`src/logic/enc_pkg.sv`:
```
package enc_pkg;

	//------------------------------------------------------------
	// datapath widths
	//------------------------------------------------------------
	localparam int cnt_w = 16;	// step counter and velocity
	localparam int pos_w = 32;	// position accumulator
	localparam int per_w = 16;	// sample period in clocks

	// period loaded at reset
	localparam logic [per_w-1:0] default_period = 16'd100;

	//------------------------------------------------------------
	// command port opcodes
	//------------------------------------------------------------
	typedef enum logic [1:0]
	{
		cmd_start      = 2'd0,	// enable sampling
		cmd_stop       = 2'd1,	// halt sampling
		cmd_clear      = 2'd2,	// zero position, velocity, error
		cmd_set_period = 2'd3	// load period from cmd_data
	} enc_cmd_t;

	// run/stop control states
	typedef enum logic
	{
		st_idle = 1'b0,
		st_run  = 1'b1
	} ctrl_state_t;

endpackage
```
`src/logic/enc_top.sv`:
```
`timescale 1ns/1ps

module enc_top
(
	input  logic                    clk,
	input  logic                    reset,
	input  logic                    enc_a,
	input  logic                    enc_b,
	input  logic                    cmd_valid,
	input  enc_pkg::enc_cmd_t       cmd_op,
	input  logic [enc_pkg::per_w-1:0] cmd_data,
	output logic [enc_pkg::pos_w-1:0] pos,
	output logic [enc_pkg::cnt_w-1:0] vel,
	output logic                    sample_valid,
	output logic                    running,
	output logic                    enc_error
);
	import enc_pkg::*;

	logic             timer_en;	// sampling enabled
	logic [per_w-1:0] period;
	logic             clear;	// zeroes datapath and error flag
	logic             sample;
	logic             cnt_en;	// one step seen
	logic             dir;	// high for a leads b

	//------------------------------------------------------------
	// control
	//------------------------------------------------------------
	enc_ctrl i_enc_ctrl
	(
		.clk       (clk),
		.reset     (reset),
		.cmd_valid (cmd_valid),
		.cmd_op    (cmd_op),
		.cmd_data  (cmd_data),
		.timer_en  (timer_en),
		.clear     (clear),
		.running   (running),
		.period    (period)
	);

	sample_timer i_sample_timer
	(
		.clk      (clk),
		.reset    (reset),
		.timer_en (timer_en),
		.period   (period),
		.sample   (sample)
	);

	//------------------------------------------------------------
	// datapath
	//------------------------------------------------------------
	quad_decoder i_quad_decoder
	(
		.clk       (clk),
		.reset     (reset),
		.enc_a     (enc_a),
		.enc_b     (enc_b),
		.clr_error (clear),	// cmd_clear also drops the error
		.cnt_en    (cnt_en),
		.dir       (dir),
		.enc_error (enc_error)
	);

	pos_cntr i_pos_cntr
	(
		.clk          (clk),
		.reset        (reset),
		.cnt_en       (cnt_en),
		.dir          (dir),
		.sample       (sample),
		.clear        (clear),
		.pos          (pos),
		.vel          (vel),
		.sample_valid (sample_valid)
	);

endmodule

```
`src/logic/enc_ctrl.sv`:
```
`timescale 1ns/1ps

module enc_ctrl
(
	input  logic                    clk,
	input  logic                    reset,
	input  logic                    cmd_valid,
	input  enc_pkg::enc_cmd_t       cmd_op,
	input  logic [enc_pkg::per_w-1:0] cmd_data,
	output logic                    timer_en,
	output logic                    clear,
	output logic                    running,
	output logic [enc_pkg::per_w-1:0] period
);
	import enc_pkg::*;

	ctrl_state_t state;

	//------------------------------------------------------------
	// command decode, acts on the edge after cmd_valid
	//------------------------------------------------------------
	always_ff @(posedge clk or posedge reset)
	begin
		if (reset)
		begin
			state  <= st_idle;
			clear  <= 1'b0;
			period <= default_period;
		end
		else
		begin
			clear <= 1'b0;	// single cycle pulse
			if (cmd_valid)
			begin
				case (cmd_op)
					cmd_start:
						state <= st_run;
					cmd_stop:
						state <= st_idle;
					cmd_clear:
						clear <= 1'b1;	// state untouched
					cmd_set_period:
						period <= cmd_data;	// timer treats zero as one
					default: ;
				endcase
			end
		end
	end

	// timer follows state directly, same cycle as running
	assign timer_en = (state == st_run);
	assign running  = (state == st_run);

	// timer must never be left running with a zero period
	a_period_nonzero: assert property (@(posedge clk) disable iff (reset)
		state == st_run |-> period != '0)
		else $error("zero period while running");

endmodule

```
`src/logic/pos_cntr.sv`:
```
`timescale 1ns/1ps

module pos_cntr
(
	input  logic                    clk,
	input  logic                    reset,
	input  logic                    cnt_en,
	input  logic                    dir,
	input  logic                    sample,
	input  logic                    clear,
	output logic [enc_pkg::pos_w-1:0] pos,
	output logic [enc_pkg::cnt_w-1:0] vel,
	output logic                    sample_valid
);
	import enc_pkg::*;

	logic [cnt_w-1:0] counter;	// raw step count, wraps
	logic [cnt_w-1:0] vreg1;	// count at latest sample
	logic [cnt_w-1:0] vreg2;	// count at sample before
	logic [cnt_w-1:0] win_steps;	// steps since latest sample, next vel
	logic [pos_w-1:0] velext;
	logic doadd;	// sample delayed one clock, marks the new pos

	//------------------------------------------------------------
	// up/down step counter
	//------------------------------------------------------------
	always_ff @(posedge clk or posedge reset)
	begin
		if (reset)
			counter <= '0;
		else if (clear)
			counter <= '0;
		else if (cnt_en)
			counter <= dir ? counter + 1'b1 : counter - 1'b1;
	end

	// sample delay pair, difference is steps per window
	always_ff @(posedge clk or posedge reset)
	begin
		if (reset)
		begin
			vreg1 <= '0;
			vreg2 <= '0;
		end
		else if (clear)
		begin
			vreg1 <= '0;
			vreg2 <= '0;
		end
		else if (sample)
		begin
			vreg2 <= vreg1;
			vreg1 <= counter;
		end
	end

	assign vel       = vreg1 - vreg2;	// wraps to signed 16 bits
	assign win_steps = counter - vreg1;	// what vel becomes at the sample edge
	assign velext    = {{(pos_w-cnt_w){win_steps[cnt_w-1]}}, win_steps};

	//------------------------------------------------------------
	// 32-bit accumulator, adds on the sample edge
	//------------------------------------------------------------
	always_ff @(posedge clk or posedge reset)
	begin
		if (reset)
			doadd <= 1'b0;
		else
			doadd <= sample;
	end

	always_ff @(posedge clk or posedge reset)
	begin
		if (reset)
			pos <= '0;
		else if (clear)
			pos <= '0;	// clear beats a pending add
		else if (sample)
			pos <= pos + velext;	// lands together with the new vel
	end

	assign sample_valid = doadd;	// lines up with new pos

	// no add may slip through on a clear cycle
	a_clear_no_add: assert property (@(posedge clk) disable iff (reset)
		clear |=> pos == '0)
		else $error("accumulator added during clear");

endmodule

```
`src/logic/sample_timer.sv`:
```
`timescale 1ns/1ps

module sample_timer
(
	input  logic                    clk,
	input  logic                    reset,
	input  logic                    timer_en,
	input  logic [enc_pkg::per_w-1:0] period,
	output logic                    sample
);
	import enc_pkg::*;

	logic [per_w-1:0] eff_per;	// period with zero mapped to one
	logic [per_w-1:0] cnt;	// clocks left to terminal count

	assign eff_per = (period == '0) ? per_w'(1) : period;

	//------------------------------------------------------------
	// down counter, reload at zero or while disabled
	//------------------------------------------------------------
	always_ff @(posedge clk or posedge reset)
	begin
		if (reset)
			cnt <= '0;
		else if (!timer_en || cnt == '0)
			cnt <= eff_per - 1'b1;	// new period picked up here
		else
			cnt <= cnt - 1'b1;
	end

	// first pulse lands period cycles after enable rises
	assign sample = timer_en && (cnt == '0);

	// back-to-back pulses only when the reloaded period was one
	a_sample_spacing: assert property (@(posedge clk) disable iff (reset)
		sample ##1 sample |-> $past(eff_per) == per_w'(1))
		else $error("sample pulses too close for programmed period");

endmodule

```
`src/logic/quad_decoder.sv`:
```
`timescale 1ns/1ps

module quad_decoder
(
	input  logic clk,
	input  logic reset,
	input  logic enc_a,
	input  logic enc_b,
	input  logic clr_error,
	output logic cnt_en,
	output logic dir,
	output logic enc_error
);
	logic [1:0] sync1;	// {a,b} first sync stage
	logic [1:0] sync2;	// {a,b} safe to use
	logic [1:0] prev;	// phase pair one cycle back
	logic [1:0] fill;	// counts edges until prev holds real data
	logic armed;
	logic step;
	logic fwd;
	logic bad;

	//------------------------------------------------------------
	// two-flop synchronizer and previous-state register
	//------------------------------------------------------------
	always_ff @(posedge clk or posedge reset)
	begin
		if (reset)
		begin
			sync1 <= 2'b00;
			sync2 <= 2'b00;
			prev  <= 2'b00;
			fill  <= 2'd0;
		end
		else
		begin
			sync1 <= {enc_a, enc_b};
			sync2 <= sync1;
			prev  <= sync2;
			if (fill != 2'd3)
				fill <= fill + 2'd1;	// saturates at 3
		end
	end

	// ignore reset values of the pipe, phases may idle anywhere
	assign armed = (fill == 2'd3);

	// gray-code table on {prev, now}
	always_comb
	begin
		step = 1'b0;
		fwd  = 1'b0;
		bad  = 1'b0;
		case ({prev, sync2})
			4'b0010, 4'b1011, 4'b1101, 4'b0100:	// a leads b
			begin
				step = 1'b1;
				fwd  = 1'b1;
			end
			4'b0001, 4'b0111, 4'b1110, 4'b1000:	// b leads a
				step = 1'b1;
			4'b0011, 4'b1100, 4'b0110, 4'b1001:	// both phases moved
				bad = 1'b1;
			default: ;	// no change
		endcase
	end

	always_ff @(posedge clk or posedge reset)
	begin
		if (reset)
		begin
			cnt_en    <= 1'b0;
			dir       <= 1'b0;
			enc_error <= 1'b0;
		end
		else
		begin
			cnt_en <= armed & step;
			if (armed & step)
				dir <= fwd;	// hold last direction between steps
			if (clr_error)
				enc_error <= 1'b0;
			else if (armed & bad)
				enc_error <= 1'b1;	// sticky until clear
		end
	end

	// a count strobe must come from an actual phase change
	a_step_needs_change: assert property (@(posedge clk) disable iff (reset)
		cnt_en |-> $past(sync2 != prev))
		else $error("cnt_en without phase change");

endmodule

```
`config.mk`:
```
export PLATFORM = sky130hd
export DESIGN_NAME = enc_top
export DESIGN_NICKNAME = d
export VERILOG_FILES = /design/src/logic/enc_pkg.sv /design/src/logic/enc_top.sv /design/src/logic/enc_ctrl.sv /design/src/logic/pos_cntr.sv /design/src/logic/sample_timer.sv /design/src/logic/quad_decoder.sv
export SDC_FILE = /design/constraint.sdc
export NUM_CORES = 1
export LEC_CHECK = 0
export BUFFER_PORTS_ARGS = -buffer_cell sky130_fd_sc_hd__buf_4
export CORE_MARGIN = 10
export CORE_UTILIZATION = 27
export CTS_BUF_LIST = sky130_fd_sc_hd__clkbuf_16
export CTS_CLUSTER_DIAMETER = 150
export DETAILED_ROUTE_END_ITERATION = 7
export GPL_TIMING_DRIVEN = 0
export PLACE_DENSITY = 0.39
export SLEW_MARGIN = 20
export SYNTH_ARGS = -nofsm -noshare
export SYNTH_HDL_FRONTEND = slang
export SYNTH_SLANG_ARGS = --single-unit
export TNS_END_PERCENT = 30
```
`constraint.sdc`:
```
create_clock -name clk -period 10.2 [get_ports clk]
set_input_delay 1.53 -clock clk [delete_from_list [all_inputs] [get_ports clk]]
set_output_delay 1.53 -clock clk [all_outputs]
set_load 0.05 [all_outputs]
```
# [Word-level counts from Yosys, hierarchy flattened]
# Index checks and enable logic that the tools add are counted.
[totals] register_bits=126 in_bits=23
[classes] muxes=19 bitwise_logic=2 eq_ne=17 n_reduce_logical=15 addsub=8
[op_table] op="$mux 16" n=9
[op_table] op="$mux 32" n=2
[op_table] op="$sub 16x1->16 const B" n=3
[op_table] op="$add 32x32->32" n=1
[op_table] op="$logic_not 16->1" n=2
[op_table] op="$sub 16x16->16" n=2
[op_table] op="$eq 4x4->1 const B" n=6
[op_table] op="$add 16x1->16 const B" n=1
[op_table] op="$eq 4x3->1 const B" n=3
[op_table] op="$eq 4x2->1 const B" n=2
[op_table] op="$reduce_bool 2->1" n=4
[op_table] op="$reduce_or 4->1" n=2
[op_table] op="$reduce_or 8->1" n=1
[op_table] op="$mux 1" n=7
[op_table] op="$eq 2x2->1 const B" n=3
[op_table] op="$eq 4x1->1 const B" n=1
[op_table] op="$reduce_and 2->1" n=2
[op_table] op="$add 2x1->2 const B" n=1
[op_table] op="$and 1x1->1" n=2
[op_table] op="$eq 2x1->1 const B" n=1
[op_table] op="$logic_not 2->1" n=1
[op_table] op="$ne 2x2->1 const B" n=1
[op_table] op="$pmux 1 s2" n=1
[op_table] op="$logic_and 1x1->1" n=1
[op_table] op="other kinds (2)" n=2

# [Depth between registers and ports, before layout]
[logic_depth] depth_word=6 ltp_mapped=22 depth_no_buf=22

# [By module]
# Synthesis repeated with hierarchy kept, for this count alone.
[unflattened] cells_unflattened=994 hier_area_um2=9265.1
[modules_own_cells] module="pos_cntr" area_per_inst_um2=6884.1 n_inst=1 seq_area_each_um2=2026.9 cells_each=788
[modules_own_cells] module="sample_timer" area_per_inst_um2=1237.4 n_inst=1 seq_area_each_um2=400.4 cells_each=136
[modules_own_cells] module="enc_ctrl" area_per_inst_um2=740.7 n_inst=1 seq_area_each_um2=454.2 cells_each=43
[modules_own_cells] module="quad_decoder" area_per_inst_um2=402.9 n_inst=1 seq_area_each_um2=275.3 cells_each=27

# [Worst setup path before layout]
# Ideal clock, no wire load.
[synth_timing] kind="register to register" start="register i_pos_cntr.vreg1[1]" end="register i_pos_cntr.pos[24] in the netlist's numbering" setup_ns=0.122 setup_slack_ns=5.534 path_stages_with_launch=20 n_path_buf=1 t_arrival_ns=4.545 cell_sequence="dfrtp_1 inv_1 ha_1 nor2b_1 o2111ai_1 nand3_1 o41a_1 a211oi_1 or3_1 nand2_1 ha_1 and2_1 clkbuf_1 a221o_1 a221oi_2 o21bai_1 a21oi_2 a21oi_1 or3_1 a32o_1"
[synth_via] elab_chain_len=4
[synth_lines] element="start: declaration" line_no="pos_cntr.sv:18" rtl="logic [cnt_w-1:0] vreg1;"
[synth_lines] element="start signal: assignment" line_no="pos_cntr.sv:53" rtl="vreg1 <= counter;"
[synth_lines] element="$sub 16x16->16" line_no="pos_cntr.sv:58" rtl="assign win_steps = counter - vreg1;"
[synth_lines] element="$add 32x32->32" line_no="pos_cntr.sv:79" rtl="pos <= pos + velext;"
[synth_lines] element="$mux 32" line_no="pos_cntr.sv:78" rtl="else if (sample)"
[synth_lines] element="$mux 32" line_no="pos_cntr.sv:76" rtl="else if (clear)"
[synth_lines] element="end signal: assignment" line_no="pos_cntr.sv:79"
[synth_lines] element="end: declaration" line_no="pos_cntr.sv:11" rtl="output logic [enc_pkg::pos_w-1:0] pos,"
# No other way between the ends. The select of a mux whose other input is x is not followed.
# A chain may end at the register's enable or synchronous reset.

# [Worst setup path after layout]
[layout_timing] start="register i_pos_cntr.vreg1[1]" end="register i_pos_cntr.pos[30] in the netlist's numbering"
# The elaborated chain is that of the path after synthesis.

==> flow_metrics.env <==
export IMPL_run_status="finished, final reports clean"
export IMPL_layout_drive_gt1_share_pct=12.6
export IMPL_avgSynthCellArea_um2=8.74
export IMPL_final_cells=1584
export IMPL_endpoint_kind="register"
export IMPL_dieArea_um2=41300
export IMPL_port_buffers=73
export IMPL_hpwl_mm=19.9
export IMPL_syn_instance_count=1036
export IMPL_tightest_slew_ns=0.896
export IMPL_cp_max_fo=19
export IMPL_cp_arrival_ns=6.45
export IMPL_vias=7373
export IMPL_hold_class="reg2reg"
export IMPL_rsz0062_at_grt="false"
export IMPL_drc=0
export IMPL_cts_tree="done"
export IMPL_grt_pass1_wl_mm=42.8
export IMPL_clock_sinks=126
export IMPL_cts_repair_resized=0
export IMPL_grtUsageTotal_pct=13.0
export IMPL_fillCellCount=3471
export IMPL_required_ns=10.53
export IMPL_synthFlopType="dfrtp_1"
export IMPL_grt_overflow_total=0
export IMPL_crit_type="reg2reg"
export IMPL_post_cts_setup_buffers=0
export IMPL_ys_ff_latch=126
export IMPL_wl_mm=26.1
export IMPL_clkTransAtPathRegs_ns=0.06
export IMPL_slew_headroom_pct=38.7
export IMPL_drtIter0Drc=335
export IMPL_first_pass_iters=4
export IMPL_min_period_ns=6.12
export IMPL_peakVddDrop_mv=0.123
export IMPL_fin_tns_setup_ns=0
export IMPL_clockRootBuffer="clkbuf_16"
export IMPL_maxCapViolations=0
export IMPL_n_antenna_cell=0
export IMPL_synthDistinctLibCells=69
export IMPL_grt_start_max_net_pins=79
export IMPL_total_leakage_power_nw=4.92
export IMPL_setup_violations=0
export IMPL_crit_path_start_kind="register"
export IMPL_max_freq_mhz=163
export IMPL_viasPerCell=4.65
export IMPL_cts_buffers=17
export IMPL_ys_seq_area_share_pct=34.9
export IMPL_yosys_warnings=0
export IMPL_hold_viol_final=0
export IMPL_slew_viol_final=0
export IMPL_cts_buffer_depth=2
export IMPL_place_gp_congestion=0.798
export IMPL_cts_hold_buf=0
export IMPL_die_x_um=203
export IMPL_rows=66
export IMPL_syn_cell_area_um2=9050
export IMPL_finalClockSkew_ns=0.0155
export IMPL_final_seq_area_um2=3160
export IMPL_multi_input_area_um2=5540
export IMPL_clk_latency_ns=0.43
export IMPL_total_power_mw=2.59
export IMPL_place_inst=1552
export IMPL_grt_pass1_vias=7580
export IMPL_p_per_area_nw_per_um2=240
export IMPL_synthArstFlopShare_pct=100
export IMPL_ant_nets=0
export IMPL_antenna_found_initial=0
export IMPL_min_period_over_period_pct=60.0
export IMPL_syn2layout_area_growth_pct=19.3
export IMPL_cts_htree_levels=4
export IMPL_synth_edf_count=0
export IMPL_syn_num_nets=1146
export IMPL_fp_coreArea_um2=32800
export IMPL_initial_core_util_pct=27.6
export IMPL_ioPinCount=74
export IMPL_dieHeight_um=203
export IMPL_wl_per_cell_um=16.5
export IMPL_num_nets_final=1239
-- where the power goes --
part	total, mW	internal [mW]	leakage (nW)	switching [mW]
Combinational	1.29	0.553	2.99	0.734
Sequential	0.663	0.574	1.62	0.0884
Clock	0.645	0.388	0.299	0.256
-- routing by layer --
metal / global-route usage [%] / vias up / wire length, um
li1: - / 3855 / -
met1: 17.5 / 3421 / 13000
met2: 20.3 / 83 / 11700
met3: 3.25 / 14 / 1120
met4: 3.25 / 0 / 252
met5: 0 / - / 0
-- flip-flops by register name (all words and copies together) (netlist names), 16 cells and up --
| name | flops |
|---|---|
| i_enc_ctrl.period | 16 |
| i_pos_cntr.counter | 16 |
| i_pos_cntr.vreg2 | 16 |
| i_pos_cntr.vreg1 | 16 |
| i_sample_timer.cnt | 16 |
| i_pos_cntr.pos | 32 |
-- logic make-up (layout without fill, tap and decap cells) --
group / count (synthesis) / count (layout) / share of synthesized area, %
buffers and inverters: 90 / 196 / 3.94
DFF: 126 / 126 / 34.9
muxes: 39 / 39 / 4.62
adders and majority gates: 87 / 87 / 12.4
AOI/OAI and AO/OA: 259 / 259 / 18.1
and+or+nand+nor: 359 / 359 / 18.8
xor gates and xnor gates: 76 / 76 / 7.35
-- worst paths after layout --
check	from	end	slack, ns	depth (start not counted)
worst max-delay path	i_pos_cntr.vreg1[1]	i_pos_cntr.pos[30]	4.08	20
max in group asynchronous	reset	i_enc_ctrl.period[6]	8.37	3
worst max register to register	i_pos_cntr.vreg1[1]	i_pos_cntr.pos[30]	4.08	20
worst min register to register	i_quad_decoder.sync1[0]	i_quad_decoder.sync2[0]	0.35	0
worst min-delay path	i_quad_decoder.sync1[0]	i_quad_decoder.sync2[0]	0.35	0
min in group asynchronous	reset	i_pos_cntr.counter[3]	1.09	2
-- worst max-delay path: stages, from the launching register on --
cell and delay (ns):
dfrtp_1 0.54, inv_1 0.20, ha_1 0.33, nor2b_1 0.14, o2111ai_1 0.18, nand3_1 0.18, o41a_1 0.42, a211oi_1 0.42
o21ai_0 0.29, nand2_1 0.69, ha_1 0.41, and2_1 0.15, clkbuf_1 0.18, a221o_1 0.41, a221oi_2 0.30, o21bai_1 0.13
a21oi_2 0.27, o21ai_1 0.16, o211ai_1 0.25, a21boi_0 0.13, o31ai_1 0.24
-- metrics by stage --
step,worst slack [ns],area (um^2),util [%],hold WS (ns)
after global routing,3.57,10800,32.9,0.350
after floorplan,5.32,9050,-,0.331
after detailed placement,4.13,10200,31.1,0.335
final,4.08,10800,32.9,0.347
after global placement,3.22,10200,31.0,0.334
after CTS,4.06,10800,32.9,0.348
-- placed cells by master (no fill, tap or decap), types with 28 or more instances in the layout --
cell     count
ha_1        83
nor3_1      28
dfrtp_1    123
nand2_1    143
xnor2_1     54
buf_4       73
a21oi_1     99
nor2_1      80
o21ai_0     37
inv_1       59
-- area by class of cell --
cell class                 instances  area share (%)
multi-input combinational        820            51.3
sequential                       126            29.2
timing repair buffer              74            5.33
tap                              442            5.12
clock buffer                      17            3.94
inverter                          60            2.16
clock inverter                    15            1.69
buffer                            30            1.22
-- cell usage after synthesis, drive strengths merged (9+ instances only) --
master	instances	area share (%)
and3	12	0.83
clkbuf	22	0.91
or3	13	0.90
a21o	25	2.1
a211oi	12	1.0
nand3b	9	0.75
a21oi	100	5.6
o21ai	43	2.4
nor2b	13	0.90
nand2	145	6.1
ha	83	11
and2	9	0.62
inv	60	2.5
mux2i	20	2.2
xor2	22	2.1
nor2	80	3.3
nor3	28	1.5
nand3	17	0.94
xnor2	54	5.2
dfrtp	123	34
mux2	19	2.4
a31oi	9	0.62
o21a	14	1.2
(Power assumes the default switching activity.)
